### config.mk
export PLATFORM = sky130hd
export DESIGN_NAME = soc_top
export DESIGN_NICKNAME = d
export VERILOG_FILES = /design/src/soc_pkg.sv /design/src/bus_router.sv /design/src/dev_table.sv /design/src/gpio_port.sv /design/src/rst_seq.sv /design/src/soc_top.sv
export SDC_FILE = /design/constraint.sdc
export NUM_CORES = 1
export LEC_CHECK = 0
export BUFFER_PORTS_ARGS = -buffer_cell sky130_fd_sc_hd__buf_2
export CAP_MARGIN = 30
export CORE_MARGIN = 2
export CORE_UTILIZATION = 35
export CTS_CLUSTER_SIZE = 20
export DETAILED_ROUTE_END_ITERATION = 8
export SYNTH_ARGS = -nofsm -noshare
export SYNTH_HDL_FRONTEND = slang
export SYNTH_SLANG_ARGS = --single-unit
### constraint.sdc
create_clock -name clk200mhz_w -period 9.69 [get_ports clk200mhz_w]
set_input_delay 0.4845 -clock clk200mhz_w [delete_from_list [all_inputs] [get_ports clk200mhz_w]]
set_output_delay 0.4845 -clock clk200mhz_w [all_outputs]
set_load 0.01 [all_outputs]
### src/soc_pkg.sv
// Shared definitions for the peripheral bus
// Bus opcodes, slave slots, bus widths, map sizes and device ids
`default_nettype none

package soc_pkg;

	// Bus opcodes, RDWR returns the old word and writes the new one
	typedef enum logic [1:0] {
		PI1_NONE  = 2'd0,
		PI1_WRITE = 2'd1,
		PI1_READ  = 2'd2,
		PI1_RDWR  = 2'd3
	} pi1_op_t;

	// Slave slots in map order
	typedef enum logic [1:0] {
		SLV_DEVTBL  = 2'd0,
		SLV_GPIO    = 2'd1,
		SLV_INVALID = 2'd2
	} slv_idx_t;

	// Bus widths, address counts words
	localparam int DATA_W = 32;
	localparam int ADDR_W = 30;
	localparam int SEL_W  = 4;

	// Map sizes in words, slaves are packed from address 0
	localparam int DEVTBL_MAPSZ  = 16;
	localparam int GPIO_MAPSZ    = 4;
	localparam int INVALID_MAPSZ = 1024;

	// Device table contents
	localparam int DEV_COUNT  = 3;
	localparam int DEVTBL_ID  = 7;
	localparam int GPIO_ID    = 6;
	localparam int INVALID_ID = 0;

	// Word holding the software reset request bits
	localparam int RSTREQ_WORD = 15;

endpackage

`default_nettype wire

### src/bus_router.sv
// Bus router for the peripheral map
// Address decode, op steering to slaves, read data return
// Addresses past the last slave go to an invalid device that reads zero
`timescale 1ns/1ns
`default_nettype none

module bus_router import soc_pkg::*; (
	input  wire                                  clk200mhz_w,
	input  wire                                  sys_rst_i,
	input  pi1_op_t                              pi1_op_i,
	input  wire     [ADDR_W-1:0]                 pi1_addr_i,
	input  wire     [DATA_W-1:0]                 pi1_data_i,
	input  wire     [SEL_W-1:0]                  pi1_sel_i,
	output logic    [DATA_W-1:0]                 pi1_data_o,
	output wire                                  pi1_rdy_o,
	output pi1_op_t                              devtbl_op_o,
	output wire     [$clog2(DEVTBL_MAPSZ)-1:0]   devtbl_addr_o,
	input  wire     [DATA_W-1:0]                 devtbl_data_i,
	output pi1_op_t                              gpio_op_o,
	output wire     [$clog2(GPIO_MAPSZ)-1:0]     gpio_addr_o,
	input  wire     [DATA_W-1:0]                 gpio_data_i,
	output wire     [DATA_W-1:0]                 wdata_o,
	output wire     [SEL_W-1:0]                  sel_o
);

	localparam int DEVTBL_AW = $clog2(DEVTBL_MAPSZ);
	localparam int GPIO_AW   = $clog2(GPIO_MAPSZ);

	// Slot bases from the cumulative map sizes
	localparam logic [ADDR_W-1:0] DEVTBL_BASE  = '0;
	localparam logic [ADDR_W-1:0] GPIO_BASE    = ADDR_W'(DEVTBL_MAPSZ);
	localparam logic [ADDR_W-1:0] INVALID_BASE = ADDR_W'(DEVTBL_MAPSZ + GPIO_MAPSZ);

	slv_idx_t slot_w;
	slv_idx_t slot_q;
	logic     acc_w;

	always_comb begin
		if (pi1_addr_i < GPIO_BASE)
			slot_w = SLV_DEVTBL;
		else if (pi1_addr_i < INVALID_BASE)
			slot_w = SLV_GPIO;
		else
			slot_w = SLV_INVALID;
	end

	// No slave stalls, so the bus is ready whenever the system is out of reset
	assign pi1_rdy_o = ~sys_rst_i;
	assign acc_w     = pi1_rdy_o && (pi1_op_i != PI1_NONE);

	assign devtbl_op_o = (acc_w && slot_w == SLV_DEVTBL) ? pi1_op_i : PI1_NONE;
	assign gpio_op_o   = (acc_w && slot_w == SLV_GPIO) ? pi1_op_i : PI1_NONE;

	// Local word address within each slave
	assign devtbl_addr_o = DEVTBL_AW'(pi1_addr_i - DEVTBL_BASE);
	assign gpio_addr_o   = GPIO_AW'(pi1_addr_i - GPIO_BASE);

	assign wdata_o = pi1_data_i;
	assign sel_o   = pi1_sel_i;

	// Slot of the last accepted op picks the returning data
	always_ff @(posedge clk200mhz_w) begin
		if (sys_rst_i)
			slot_q <= SLV_INVALID;
		else if (acc_w)
			slot_q <= slot_w;
	end

	always_comb begin
		case (slot_q)
			SLV_DEVTBL: pi1_data_o = devtbl_data_i;
			SLV_GPIO:   pi1_data_o = gpio_data_i;
			// Invalid device, writes dropped and reads return zero
			default:    pi1_data_o = '0;
		endcase
	end

endmodule

`default_nettype wire

### src/dev_table.sv
// Device table slave
// Per-slot id, map size and interrupt flag, read-only
// Software reset request word
`timescale 1ns/1ns
`default_nettype none

module dev_table import soc_pkg::*; (
	input  wire                clk200mhz_w,
	input  wire                sys_rst_i,
	input  pi1_op_t            op_i,
	input  wire   [3:0]        addr_i,
	input  wire   [DATA_W-1:0] data_i,
	input  wire   [SEL_W-1:0]  sel_i,
	output logic  [DATA_W-1:0] data_o,
	output wire                rst0_o,
	output wire                rst1_o
);

	localparam logic [DATA_W-1:0] SLOT_ID [DEV_COUNT] = '{
		DATA_W'(DEVTBL_ID), DATA_W'(GPIO_ID), DATA_W'(INVALID_ID)
	};
	localparam logic [DATA_W-1:0] SLOT_MAPSZ [DEV_COUNT] = '{
		DATA_W'(DEVTBL_MAPSZ), DATA_W'(GPIO_MAPSZ), DATA_W'(INVALID_MAPSZ)
	};
	// Only GPIO raises an interrupt
	localparam logic [DEV_COUNT-1:0] SLOT_INTR = DEV_COUNT'(1) << SLV_GPIO;

	// Bit 0 is rst1, bit 1 is rst0
	logic [1:0]        rst_req_q;
	logic [DATA_W-1:0] rd_word;
	logic              wr_w;
	logic              rd_w;

	assign wr_w = (op_i == PI1_WRITE) || (op_i == PI1_RDWR);
	assign rd_w = (op_i == PI1_READ) || (op_i == PI1_RDWR);

	// Word 2k is the id of slot k, word 2k+1 its map size
	always_comb begin
		rd_word = '0;
		for (int k = 0; k < DEV_COUNT; k++) begin
			if (addr_i == 4'(2 * k))
				rd_word = SLOT_ID[k];
			else if (addr_i == 4'(2 * k + 1))
				rd_word = SLOT_MAPSZ[k] | {SLOT_INTR[k], {(DATA_W-1){1'b0}}};
		end
		if (addr_i == 4'(RSTREQ_WORD))
			rd_word = {{(DATA_W-2){1'b0}}, rst_req_q};
	end

	// Cleared by system reset, so a warm request clears itself
	always_ff @(posedge clk200mhz_w) begin
		if (sys_rst_i)
			rst_req_q <= 2'b00;
		else if (wr_w && addr_i == 4'(RSTREQ_WORD) && sel_i[0])
			rst_req_q <= data_i[1:0];
	end

	always_ff @(posedge clk200mhz_w) begin
		if (rd_w)
			data_o <= rd_word;
	end

	assign rst1_o = rst_req_q[0];
	assign rst0_o = rst_req_q[1];

endmodule

`default_nettype wire

### src/gpio_port.sv
// GPIO slave
// Two-stage input sync, byte-writable outputs, change status and mask
`timescale 1ns/1ns
`default_nettype none

module gpio_port import soc_pkg::*; #(
	parameter int GPIO_COUNT = 8
) (
	input  wire                    clk200mhz_w,
	input  wire                    sys_rst_i,
	input  pi1_op_t                op_i,
	input  wire   [1:0]            addr_i,
	input  wire   [DATA_W-1:0]     data_i,
	input  wire   [SEL_W-1:0]      sel_i,
	output logic  [DATA_W-1:0]     data_o,
	input  wire   [GPIO_COUNT-1:0] gp_i,
	output wire   [GPIO_COUNT-1:0] gp_o,
	output wire                    int_o
);

	logic [GPIO_COUNT-1:0] sync1_q;
	logic [GPIO_COUNT-1:0] sync2_q;
	logic [GPIO_COUNT-1:0] prev_q;
	logic [GPIO_COUNT-1:0] out_q;
	logic [GPIO_COUNT-1:0] mask_q;
	logic [GPIO_COUNT-1:0] stat_q;
	logic [GPIO_COUNT-1:0] bmask;
	logic [GPIO_COUNT-1:0] wval;
	logic [DATA_W-1:0]     rd_word;
	logic                  wr_w;
	logic                  rd_w;

	assign wr_w = (op_i == PI1_WRITE) || (op_i == PI1_RDWR);
	assign rd_w = (op_i == PI1_READ) || (op_i == PI1_RDWR);
	assign wval = data_i[GPIO_COUNT-1:0];

	// Each pin follows the sel bit of its byte
	always_comb begin
		for (int i = 0; i < GPIO_COUNT; i++)
			bmask[i] = sel_i[i / 8];
	end

	always_ff @(posedge clk200mhz_w) begin
		sync1_q <= gp_i;
		sync2_q <= sync1_q;
		prev_q  <= sync2_q;
	end

	always_ff @(posedge clk200mhz_w) begin
		if (sys_rst_i) begin
			out_q  <= '0;
			mask_q <= '0;
			stat_q <= '0;
		end else begin
			if (wr_w && addr_i == 2'd1)
				out_q <= (out_q & ~bmask) | (wval & bmask);
			if (wr_w && addr_i == 2'd2)
				mask_q <= (mask_q & ~bmask) | (wval & bmask);
			// A new change wins over a clear in the same cycle
			if (wr_w && addr_i == 2'd3)
				stat_q <= (stat_q & ~(wval & bmask)) | (sync2_q ^ prev_q);
			else
				stat_q <= stat_q | (sync2_q ^ prev_q);
		end
	end

	always_comb begin
		case (addr_i)
			2'd0:    rd_word = DATA_W'(sync2_q);
			2'd1:    rd_word = DATA_W'(out_q);
			2'd2:    rd_word = DATA_W'(mask_q);
			default: rd_word = DATA_W'(stat_q);
		endcase
	end

	// Swap returns the value from before the write
	always_ff @(posedge clk200mhz_w) begin
		if (rd_w)
			data_o <= rd_word;
	end

	assign gp_o  = out_q;
	assign int_o = |(stat_q & mask_q);

endmodule

`default_nettype wire

### src/rst_seq.sv
// Reset sequencer
// Reload counter for external and warm reset, power-off latch
`timescale 1ns/1ns
`default_nettype none

module rst_seq #(
	parameter int RST_CNTR_W = 20
) (
	input  wire clk200mhz_w,
	input  wire rst_p,
	input  wire rst0_i,
	input  wire rst1_i,
	output wire sys_rst_o
);

	logic [RST_CNTR_W-1:0] cntr_q;
	logic                  pwroff_q;
	logic                  warm_w;
	logic                  pwroff_w;

	// Both bits together would be a cold reset, not supported here
	assign warm_w   = rst1_i & ~rst0_i;
	assign pwroff_w = rst0_i & ~rst1_i;

	// Counter holds at all ones while a reset source is present
	always_ff @(posedge clk200mhz_w) begin
		if (rst_p || warm_w)
			cntr_q <= '1;
		else if (|cntr_q)
			cntr_q <= cntr_q - 1'b1;
	end

	// Power-off stays until the board reset is pressed again
	always_ff @(posedge clk200mhz_w) begin
		if (rst_p)
			pwroff_q <= 1'b0;
		else if (pwroff_w)
			pwroff_q <= 1'b1;
	end

	assign sys_rst_o = rst_p | (|cntr_q) | pwroff_q;

endmodule

`default_nettype wire

### src/soc_top.sv
// Peripheral SoC top level
// Reset sequencer, bus router, device table and GPIO
`timescale 1ns/1ns
`default_nettype none

module soc_top import soc_pkg::*; #(
	parameter int GPIO_COUNT = 8,
	parameter int RST_CNTR_W = 20
) (
	input  wire                    clk200mhz_w,
	input  wire                    rst_p,
	input  pi1_op_t                pi1_op_i,
	input  wire   [ADDR_W-1:0]     pi1_addr_i,
	input  wire   [DATA_W-1:0]     pi1_data_i,
	input  wire   [SEL_W-1:0]      pi1_sel_i,
	output wire   [DATA_W-1:0]     pi1_data_o,
	output wire                    pi1_rdy_o,
	input  wire   [GPIO_COUNT-1:0] gp_i,
	output wire   [GPIO_COUNT-1:0] gp_o,
	output wire                    int_o
);

	wire                             sys_rst_w;
	wire                             rst0_w;
	wire                             rst1_w;
	pi1_op_t                         devtbl_op_w;
	wire [$clog2(DEVTBL_MAPSZ)-1:0]  devtbl_addr_w;
	wire [DATA_W-1:0]                devtbl_rdata_w;
	pi1_op_t                         gpio_op_w;
	wire [$clog2(GPIO_MAPSZ)-1:0]    gpio_addr_w;
	wire [DATA_W-1:0]                gpio_rdata_w;
	wire [DATA_W-1:0]                wdata_w;
	wire [SEL_W-1:0]                 sel_w;

	rst_seq #(
		.RST_CNTR_W (RST_CNTR_W)
	) u_rst_seq (
		 .clk200mhz_w (clk200mhz_w)
		,.rst_p       (rst_p)
		,.rst0_i      (rst0_w)
		,.rst1_i      (rst1_w)
		,.sys_rst_o   (sys_rst_w)
	);

	bus_router u_bus_router (
		 .clk200mhz_w   (clk200mhz_w)
		,.sys_rst_i     (sys_rst_w)
		,.pi1_op_i      (pi1_op_i)
		,.pi1_addr_i    (pi1_addr_i)
		,.pi1_data_i    (pi1_data_i)
		,.pi1_sel_i     (pi1_sel_i)
		,.pi1_data_o    (pi1_data_o)
		,.pi1_rdy_o     (pi1_rdy_o)
		,.devtbl_op_o   (devtbl_op_w)
		,.devtbl_addr_o (devtbl_addr_w)
		,.devtbl_data_i (devtbl_rdata_w)
		,.gpio_op_o     (gpio_op_w)
		,.gpio_addr_o   (gpio_addr_w)
		,.gpio_data_i   (gpio_rdata_w)
		,.wdata_o       (wdata_w)
		,.sel_o         (sel_w)
	);

	dev_table u_dev_table (
		 .clk200mhz_w (clk200mhz_w)
		,.sys_rst_i   (sys_rst_w)
		,.op_i        (devtbl_op_w)
		,.addr_i      (devtbl_addr_w)
		,.data_i      (wdata_w)
		,.sel_i       (sel_w)
		,.data_o      (devtbl_rdata_w)
		,.rst0_o      (rst0_w)
		,.rst1_o      (rst1_w)
	);

	gpio_port #(
		.GPIO_COUNT (GPIO_COUNT)
	) u_gpio_port (
		 .clk200mhz_w (clk200mhz_w)
		,.sys_rst_i   (sys_rst_w)
		,.op_i        (gpio_op_w)
		,.addr_i      (gpio_addr_w)
		,.data_i      (wdata_w)
		,.sel_i       (sel_w)
		,.data_o      (gpio_rdata_w)
		,.gp_i        (gp_i)
		,.gp_o        (gp_o)
		,.int_o       (int_o)
	);

endmodule

`default_nettype wire

==> flow_summary_export.csv, run 1 <==
group,metric,value,unit
synth,syn_area_per_cell,9.83,µm²
synth,ys_types,46,
sta,finalCritPeriodShare,34.6,%
global_routing,grt_max_degree,27,
cts,htreeDepth,3,
job,cap_violations,0,
global_routing,antenna_found_initial,0,
global_routing,gr-usage-met1,20.0,%
critical_path,end_kind,"output pin",
layout,final_common_cell,"dfxtp_1",
layout,design_area,4320,µm²
placed_design,port_buffers,70,
synth,netlist_area,3780,µm²
placed_design,placed_cells,571,
global_routing,grt_pass1_vias,2596,
layout,drive_gt1_share,23.5,%
layout,final_cell_mix,"73 x dfxtp_1, 71 x buf_2, 29 x nand3_1, 29 x a21oi_1, 25 x o21ai_0",
critical_path,critPathKind,"flop to output pin",
cts,cts_resized,0,
cts,cts_buffer_depth,2,
power,pwr-share-comb,5.7,%
cts,cts_buffers,9,
sta,finalCriticalPeriod,3.35,ns
routing,drt_wl_total,8.13,mm
sta,setup-tns-final,0,ns
global_routing,busiest_layer,"met2",
synth,synth_seq_cells,87,
layout,final_cells,587,
layout,area_growth,14.3,%
power,p_int,483,µW
critical_path,worstPathRequired,9.21,ns
cts,cts-root-buf,"clkbuf_8",
routing,firstDrtPassIters,4,
synth,syn_inst,384,
synth,yosysWarnings,0,
routing,drc,0,
floorplan,die_w,108,µm
critical_path,worstPathArrival,2.87,ns
sta,finalHoldViolCount,0,
critical_path,cp-start-kind,"flop",
sta,setup_viol,0,
floorplan,dieArea,11600,µm²
synth,synth_seq_area_share,49.8,%
sta,rsz0062_at_grt,"false",
cts,clkSlewWorstSetupHoldPaths,0.09,ns
routing,dr.first_iter.drc_count,190,
synth,synthArstFlopShare,0,%
global_routing,grt_pass1_wl,12.8,mm
power,p_clk_share,35.3,%
power,p_leak,1.59,nW
cts,postCtsHoldBufs,0,
synth,synth_ff_type,"dfxtp_1",
layout,fillers,1038,
layout,nets,526,
sta,slew_viol_final,0,
placed_design,postPlaceCellArea,4140,µm²
placed_design,place_congestion,0.766,
cts,clk_latency,0.36,ns
global_routing,track_usage,14.1,%
synth,synth_edf_count,14,
power,irDropWorstVdd,0.0576,mV
layout,fin_util,41.4,%
floorplan,die_h,108,µm
sta,timing.slew.headroom,25.3,%
power,swShare,24.1,%
routing,vias,2938,
sta,tightest_slew,1.11,ns
critical_path,critical_path.max_fanout,14,
hold_path,hp-class,"input pin to flop",
cts,cts.sinks,87,
global_routing,overflow,0,
routing,detail_route.wl_per_cell,13.8,µm
floorplan,ioPinCount,120,
cts,cts_setup_buffers,0,
layout,diodes,0,
routing,postRouteAntennaNets,0,
cts,cts_tree,"yes",
sta,skew,0.0108,ns
floorplan,rows,37,
global_routing,use_met2,21.0,%
floorplan,start_util,36.3,%
routing,drt-vias-per-instance,5.01,
floorplan,core,10400,µm²
power,power_density,147,nW/µm²
sta,max_clock_freq,0.298,GHz
power,seqPwrFrac,59.1,%
placed_design,dp_hpwl,5.76,mm
power,p_switching,153,µW
run_status,status,"finished, final reports clean",
global_routing,grt_use_met3,4.12,%
critical path, cell delays in order, from the launching register on:
cell and delay, ns:
dfxtp_1 0.36, or4_1 0.70, or4_4 0.69, or3_1 0.49
inv_1 0.12, buf_2 0.14
routing by layer:
metal | share of wire (%) | routed length (µm)
met1 | 48 | 3930
met5 | 0 | 0
met3 | 6.9 | 563
met4 | 1.2 | 99
met2 | 43 | 3530
final timing paths:
path | end | startpoint | slack [ns] | cells after the start
max | pi1_rdy_o | u_rst_seq.cntr_q[2]$_SDFFE_PP1P_ | 6.34 | 5
min | u_gpio_port.sync1_q[5]$_DFF_P_ | gp_i[5] | 0.22 | 1
max reg2reg | u_dev_table.data_o[1]$_DFFE_PP_ | u_rst_seq.cntr_q[2]$_SDFFE_PP1P_ | 6.35 | 4
min reg2reg | u_gpio_port.sync2_q[2]$_DFF_P_ | u_gpio_port.sync1_q[2]$_DFF_P_ | 0.33 | 0
layout make-up:
type / count / area [µm²] / area share (%)
Clock buffer: 10 / 128 / 2.96
Timing Repair Buffer: 73 / 390 / 9.05
Sequential cell: 87 / 1880 / 43.6
Multi-Input combinational cell: 262 / 1650 / 38.3
Tap cell: 136 / 170 / 3.94
Inverter: 13 / 48.8 / 1.13
Clock inverter: 6 / 45.0 / 1.04
kinds of logic after synthesis:
group / after synthesis / share of synthesized area (%)
simple gates: 126 / 19.0
flops: 87 / 49.8
compound gates: 83 / 12.1
buf+inv: 56 / 8.52
xor+xnor: 16 / 3.71
mux: 13 / 6.13
fa+ha+maj: 2 / 0.663
other cells: 1 / 0.0993
power by group through the flow:
| stage | logic, mW | registers (mW) | clock network [mW] |
|---|---|---|---|
| after floorplan | 0.0264 | 0.383 | 0 |
| after detailed placement | 0.0356 | 0.384 | 0 |
| after CTS | 0.0358 | 0.376 | 0.232 |
| final | 0.0359 | 0.376 | 0.225 |
| after global placement | 0.0349 | 0.384 | 0 |
| after global routing | 0.0401 | 0.376 | 0.247 |
metrics by stage:
step	setup WS (ns)	hold WS, ns	power, mW
after floorplan	6.31	0.310	0.410
after global placement	5.79	0.310	0.419
after detailed placement	6.35	0.312	0.420
after CTS	6.32	0.206	0.644
after global routing	6.19	0.196	0.663
final	6.34	0.221	0.636
synthesized netlist by cell type, drive strengths merged (3+ instances only):
| master | n | area [µm²] |
|---|---|---|
| a21oi | 29 | 145 |
| a22oi | 4 | 30.0 |
| and2 | 4 | 25.0 |
| buf | 31 | 228 |
| clkbuf | 12 | 45.0 |
| dfxtp | 73 | 1460 |
| edfxtp | 14 | 420 |
| inv | 13 | 48.8 |
| mux2i | 4 | 40.0 |
| mux4 | 8 | 180 |
| nand2 | 15 | 56.3 |
| nand3 | 29 | 145 |
| nand4 | 4 | 25.0 |
| nor2 | 17 | 63.8 |
| nor3 | 11 | 55.1 |
| nor3b | 3 | 22.5 |
| nor4 | 8 | 50.1 |
| o211ai | 4 | 30.0 |
| o21ai | 38 | 190 |
| o31ai | 4 | 30.0 |
| or2 | 5 | 31.3 |
| or3 | 8 | 50.1 |
| or4 | 10 | 78.8 |
| xnor2 | 9 | 78.8 |
| xor2 | 7 | 61.3 |
No activity file was read; power rests on OpenSTA's default activity.
==> run 2: changes to the inputs <==
Clock period 9.69 ns to 3 ns, I/O delays scaled along.
==> run 2 against run 1 <==
Routed wire length up 3.7%. Global-route usage up 0.75 points. Total power rose to 3.3 times the previous value. Register-to-register slack worse by 6.2 ns. Via count up 2.2%. Clock skew up 0.0018 ns. Critical path type is now flop to flop. Largest cell class unchanged. Largest power group unchanged. Highest routed layer unchanged.
==> flow_summary_export.csv, run 2 (synthesis gave the netlist of run 1 again) <==
group,metric,value,unit
cts,cts_buffer_depth,2,
global_routing,track_usage,14.9,%
layout,nets,541,
layout,drive_gt1_share,24.7,%
critical_path,worstPathRequired,3.23,ns
power,p_leak,1.68,nW
power,swShare,24.9,%
job,cap_violations,0,
sta,slew_viol_final,0,
sta,timing.slew.headroom,62.1,%
critical_path,cp_num_buf_inv,1,
critical_path,worstPathArrival,3.08,ns
global_routing,grt_pass1_wl,13.3,mm
global_routing,antenna_found_initial,0,
cts,clkSlewWorstSetupHoldPaths,0.09,ns
routing,drc,0,
critical_path,cp_cell_sequence,"inv_1 > ha_1 > or4b_2 > or4_1 > or4_1 > o21ai_0 > a21oi_1",
floorplan,die_w,108,µm
placed_design,port_buffers,70,
power,p_clk_share,36.0,%
power,seqPwrFrac,57.9,%
hold_path,hp-class,"input pin to flop",
cts,cts.sinks,87,
run_status,status,"finished, final reports clean",
layout,area_growth,18.2,%
power,irDropWorstVdd,0.350,mV
placed_design,place_congestion,0.774,
critical_path,cp_common_cell,"or4_1",
routing,drt_wl_total,8.42,mm
cts,cts-root-buf,"clkbuf_8",
cts,cts_tree,"yes",
sta,skew,0.0126,ns
critical_path,critPathKind,"flop to flop",
layout,diodes,0,
floorplan,core,10400,µm²
floorplan,die_h,108,µm
layout,final_common_cell,"dfxtp_1",
layout,final_cell_mix,"73 x dfxtp_1, 70 x buf_2, 29 x nand3_1, 29 x a21oi_1, 25 x o21ai_0",
critical_path,cp-start-kind,"flop",
sta,finalHoldViolCount,0,
sta,finalCritPeriodShare,95.2,%
critical_path,end_kind,"flop",
sta,tightest_slew,0.564,ns
sta,setup_viol,0,
routing,vias,3003,
cts,cts_buffers,9,
power,power.total,2.10,mW
routing,dr.first_iter.drc_count,214,
critical_path,worst_path_max_delay_cell,"or4_1",
sta,finalCriticalPeriod,2.85,ns
floorplan,rows,37,
power,pwr-share-comb,6.1,%
routing,firstDrtPassIters,4,
sta,rsz0062_at_grt,"false",
power,p_int,1.57,mW
floorplan,ioPinCount,120,
critical_path,critical_path.max_fanout,8,
global_routing,overflow,0,
sta,setup-tns-final,0,ns
power,power_density,470,nW/µm²
routing,detail_route.wl_per_cell,14.0,µm
routing,postRouteAntennaNets,0,
critical_path,crit_family,"simple AND/OR/NAND/NOR gates",
floorplan,start_util,36.3,%
sta,max_clock_freq,0.350,GHz
cts,cts_setup_buffers,0,
floorplan,dieArea,11600,µm²
global_routing,grt_pass1_vias,2656,
critical_path,critPathMaxStageDelay,0.63,ns
global_routing,grt_max_degree,27,
placed_design,dp_hpwl,6.00,mm
cts,htreeDepth,3,
routing,drt-vias-per-instance,4.99,
cts,clk_latency,0.36,ns
power,p_switching,522,µW
## run 2: layout make-up
type                    instances  area, µm²
inverters                      13       48.8
clock buffers                   9        124
flip-flops and latches         87       1880
repair buffers                 88        508
well taps                     136        170
clock inverters                 7       55.1
fillers                      1010       5950
multi-input cells             262       1670
## run 2: layer usage
layer / wire, µm / part of all wire, % / GRT usage (%) / vias to the layer above
li1: - / - / - / 1495
met1: 3970 / 47 / 20.2 / 1386
met2: 3820 / 45 / 23.1 / 112
met3: 546 / 6.5 / 4.12 / 10
met4: 85 / 1.0 / 4.40 / 0
met5: 0 / 0 / 0 / -
## run 2: worst min-delay path, stage by stage
cell and delay [ns]:
buf_2 0.12, nand3_1 0.06, a21oi_1 0.05
## run 2: power by group through the flow
stage	Sequential, mW	Combinational, mW	Clock [mW]
6_report	1.21	0.128	0.754
5_1_grt	1.22	0.142	0.826
4_1_cts	1.21	0.128	0.776
3_5_place_dp	1.24	0.119	0
3_3_place_gp	1.24	0.116	0
2_1_floorplan	1.24	0.0856	0
## run 2: timing repair
item                       in CTS  in global routing
hold buffers                    9                  0
resized for setup               0                  0
setup endpoints to repair       0                  0
hold endpoints to repair        9                  0
## run 2: worst paths after layout
kind | start | endpoint | slack, ns | depth (start not counted)
worst max register to register | u_rst_seq.cntr_q[0]$_SDFFE_PP1P_ | u_gpio_port.stat_q[0]$_SDFF_PP0_ | 0.15 | 7
worst max-delay path | u_rst_seq.cntr_q[0]$_SDFFE_PP1P_ | u_gpio_port.stat_q[0]$_SDFF_PP0_ | 0.15 | 7
worst min-delay path | pi1_data_i[4] | flop | 0.06 | 3
worst min register to register | u_gpio_port.sync1_q[2]$_DFF_P_ | u_gpio_port.sync2_q[2]$_DFF_P_ | 0.33 | 0
## run 2: stage by stage
stage	instances	instance area [µm²]	utilization (%)	setup slack, ns	hold slack (ns)
after floorplan	405	3880	-	0.0342	0.178
after global placement	577	4190	40.3	0.179	0.252
after detailed placement	577	4190	40.3	0.140	0.254
after CTS	602	4460	42.8	0.132	0.0422
after global routing	602	4460	42.8	0.00265	0.0576
final	602	4460	42.8	0.145	0.0611
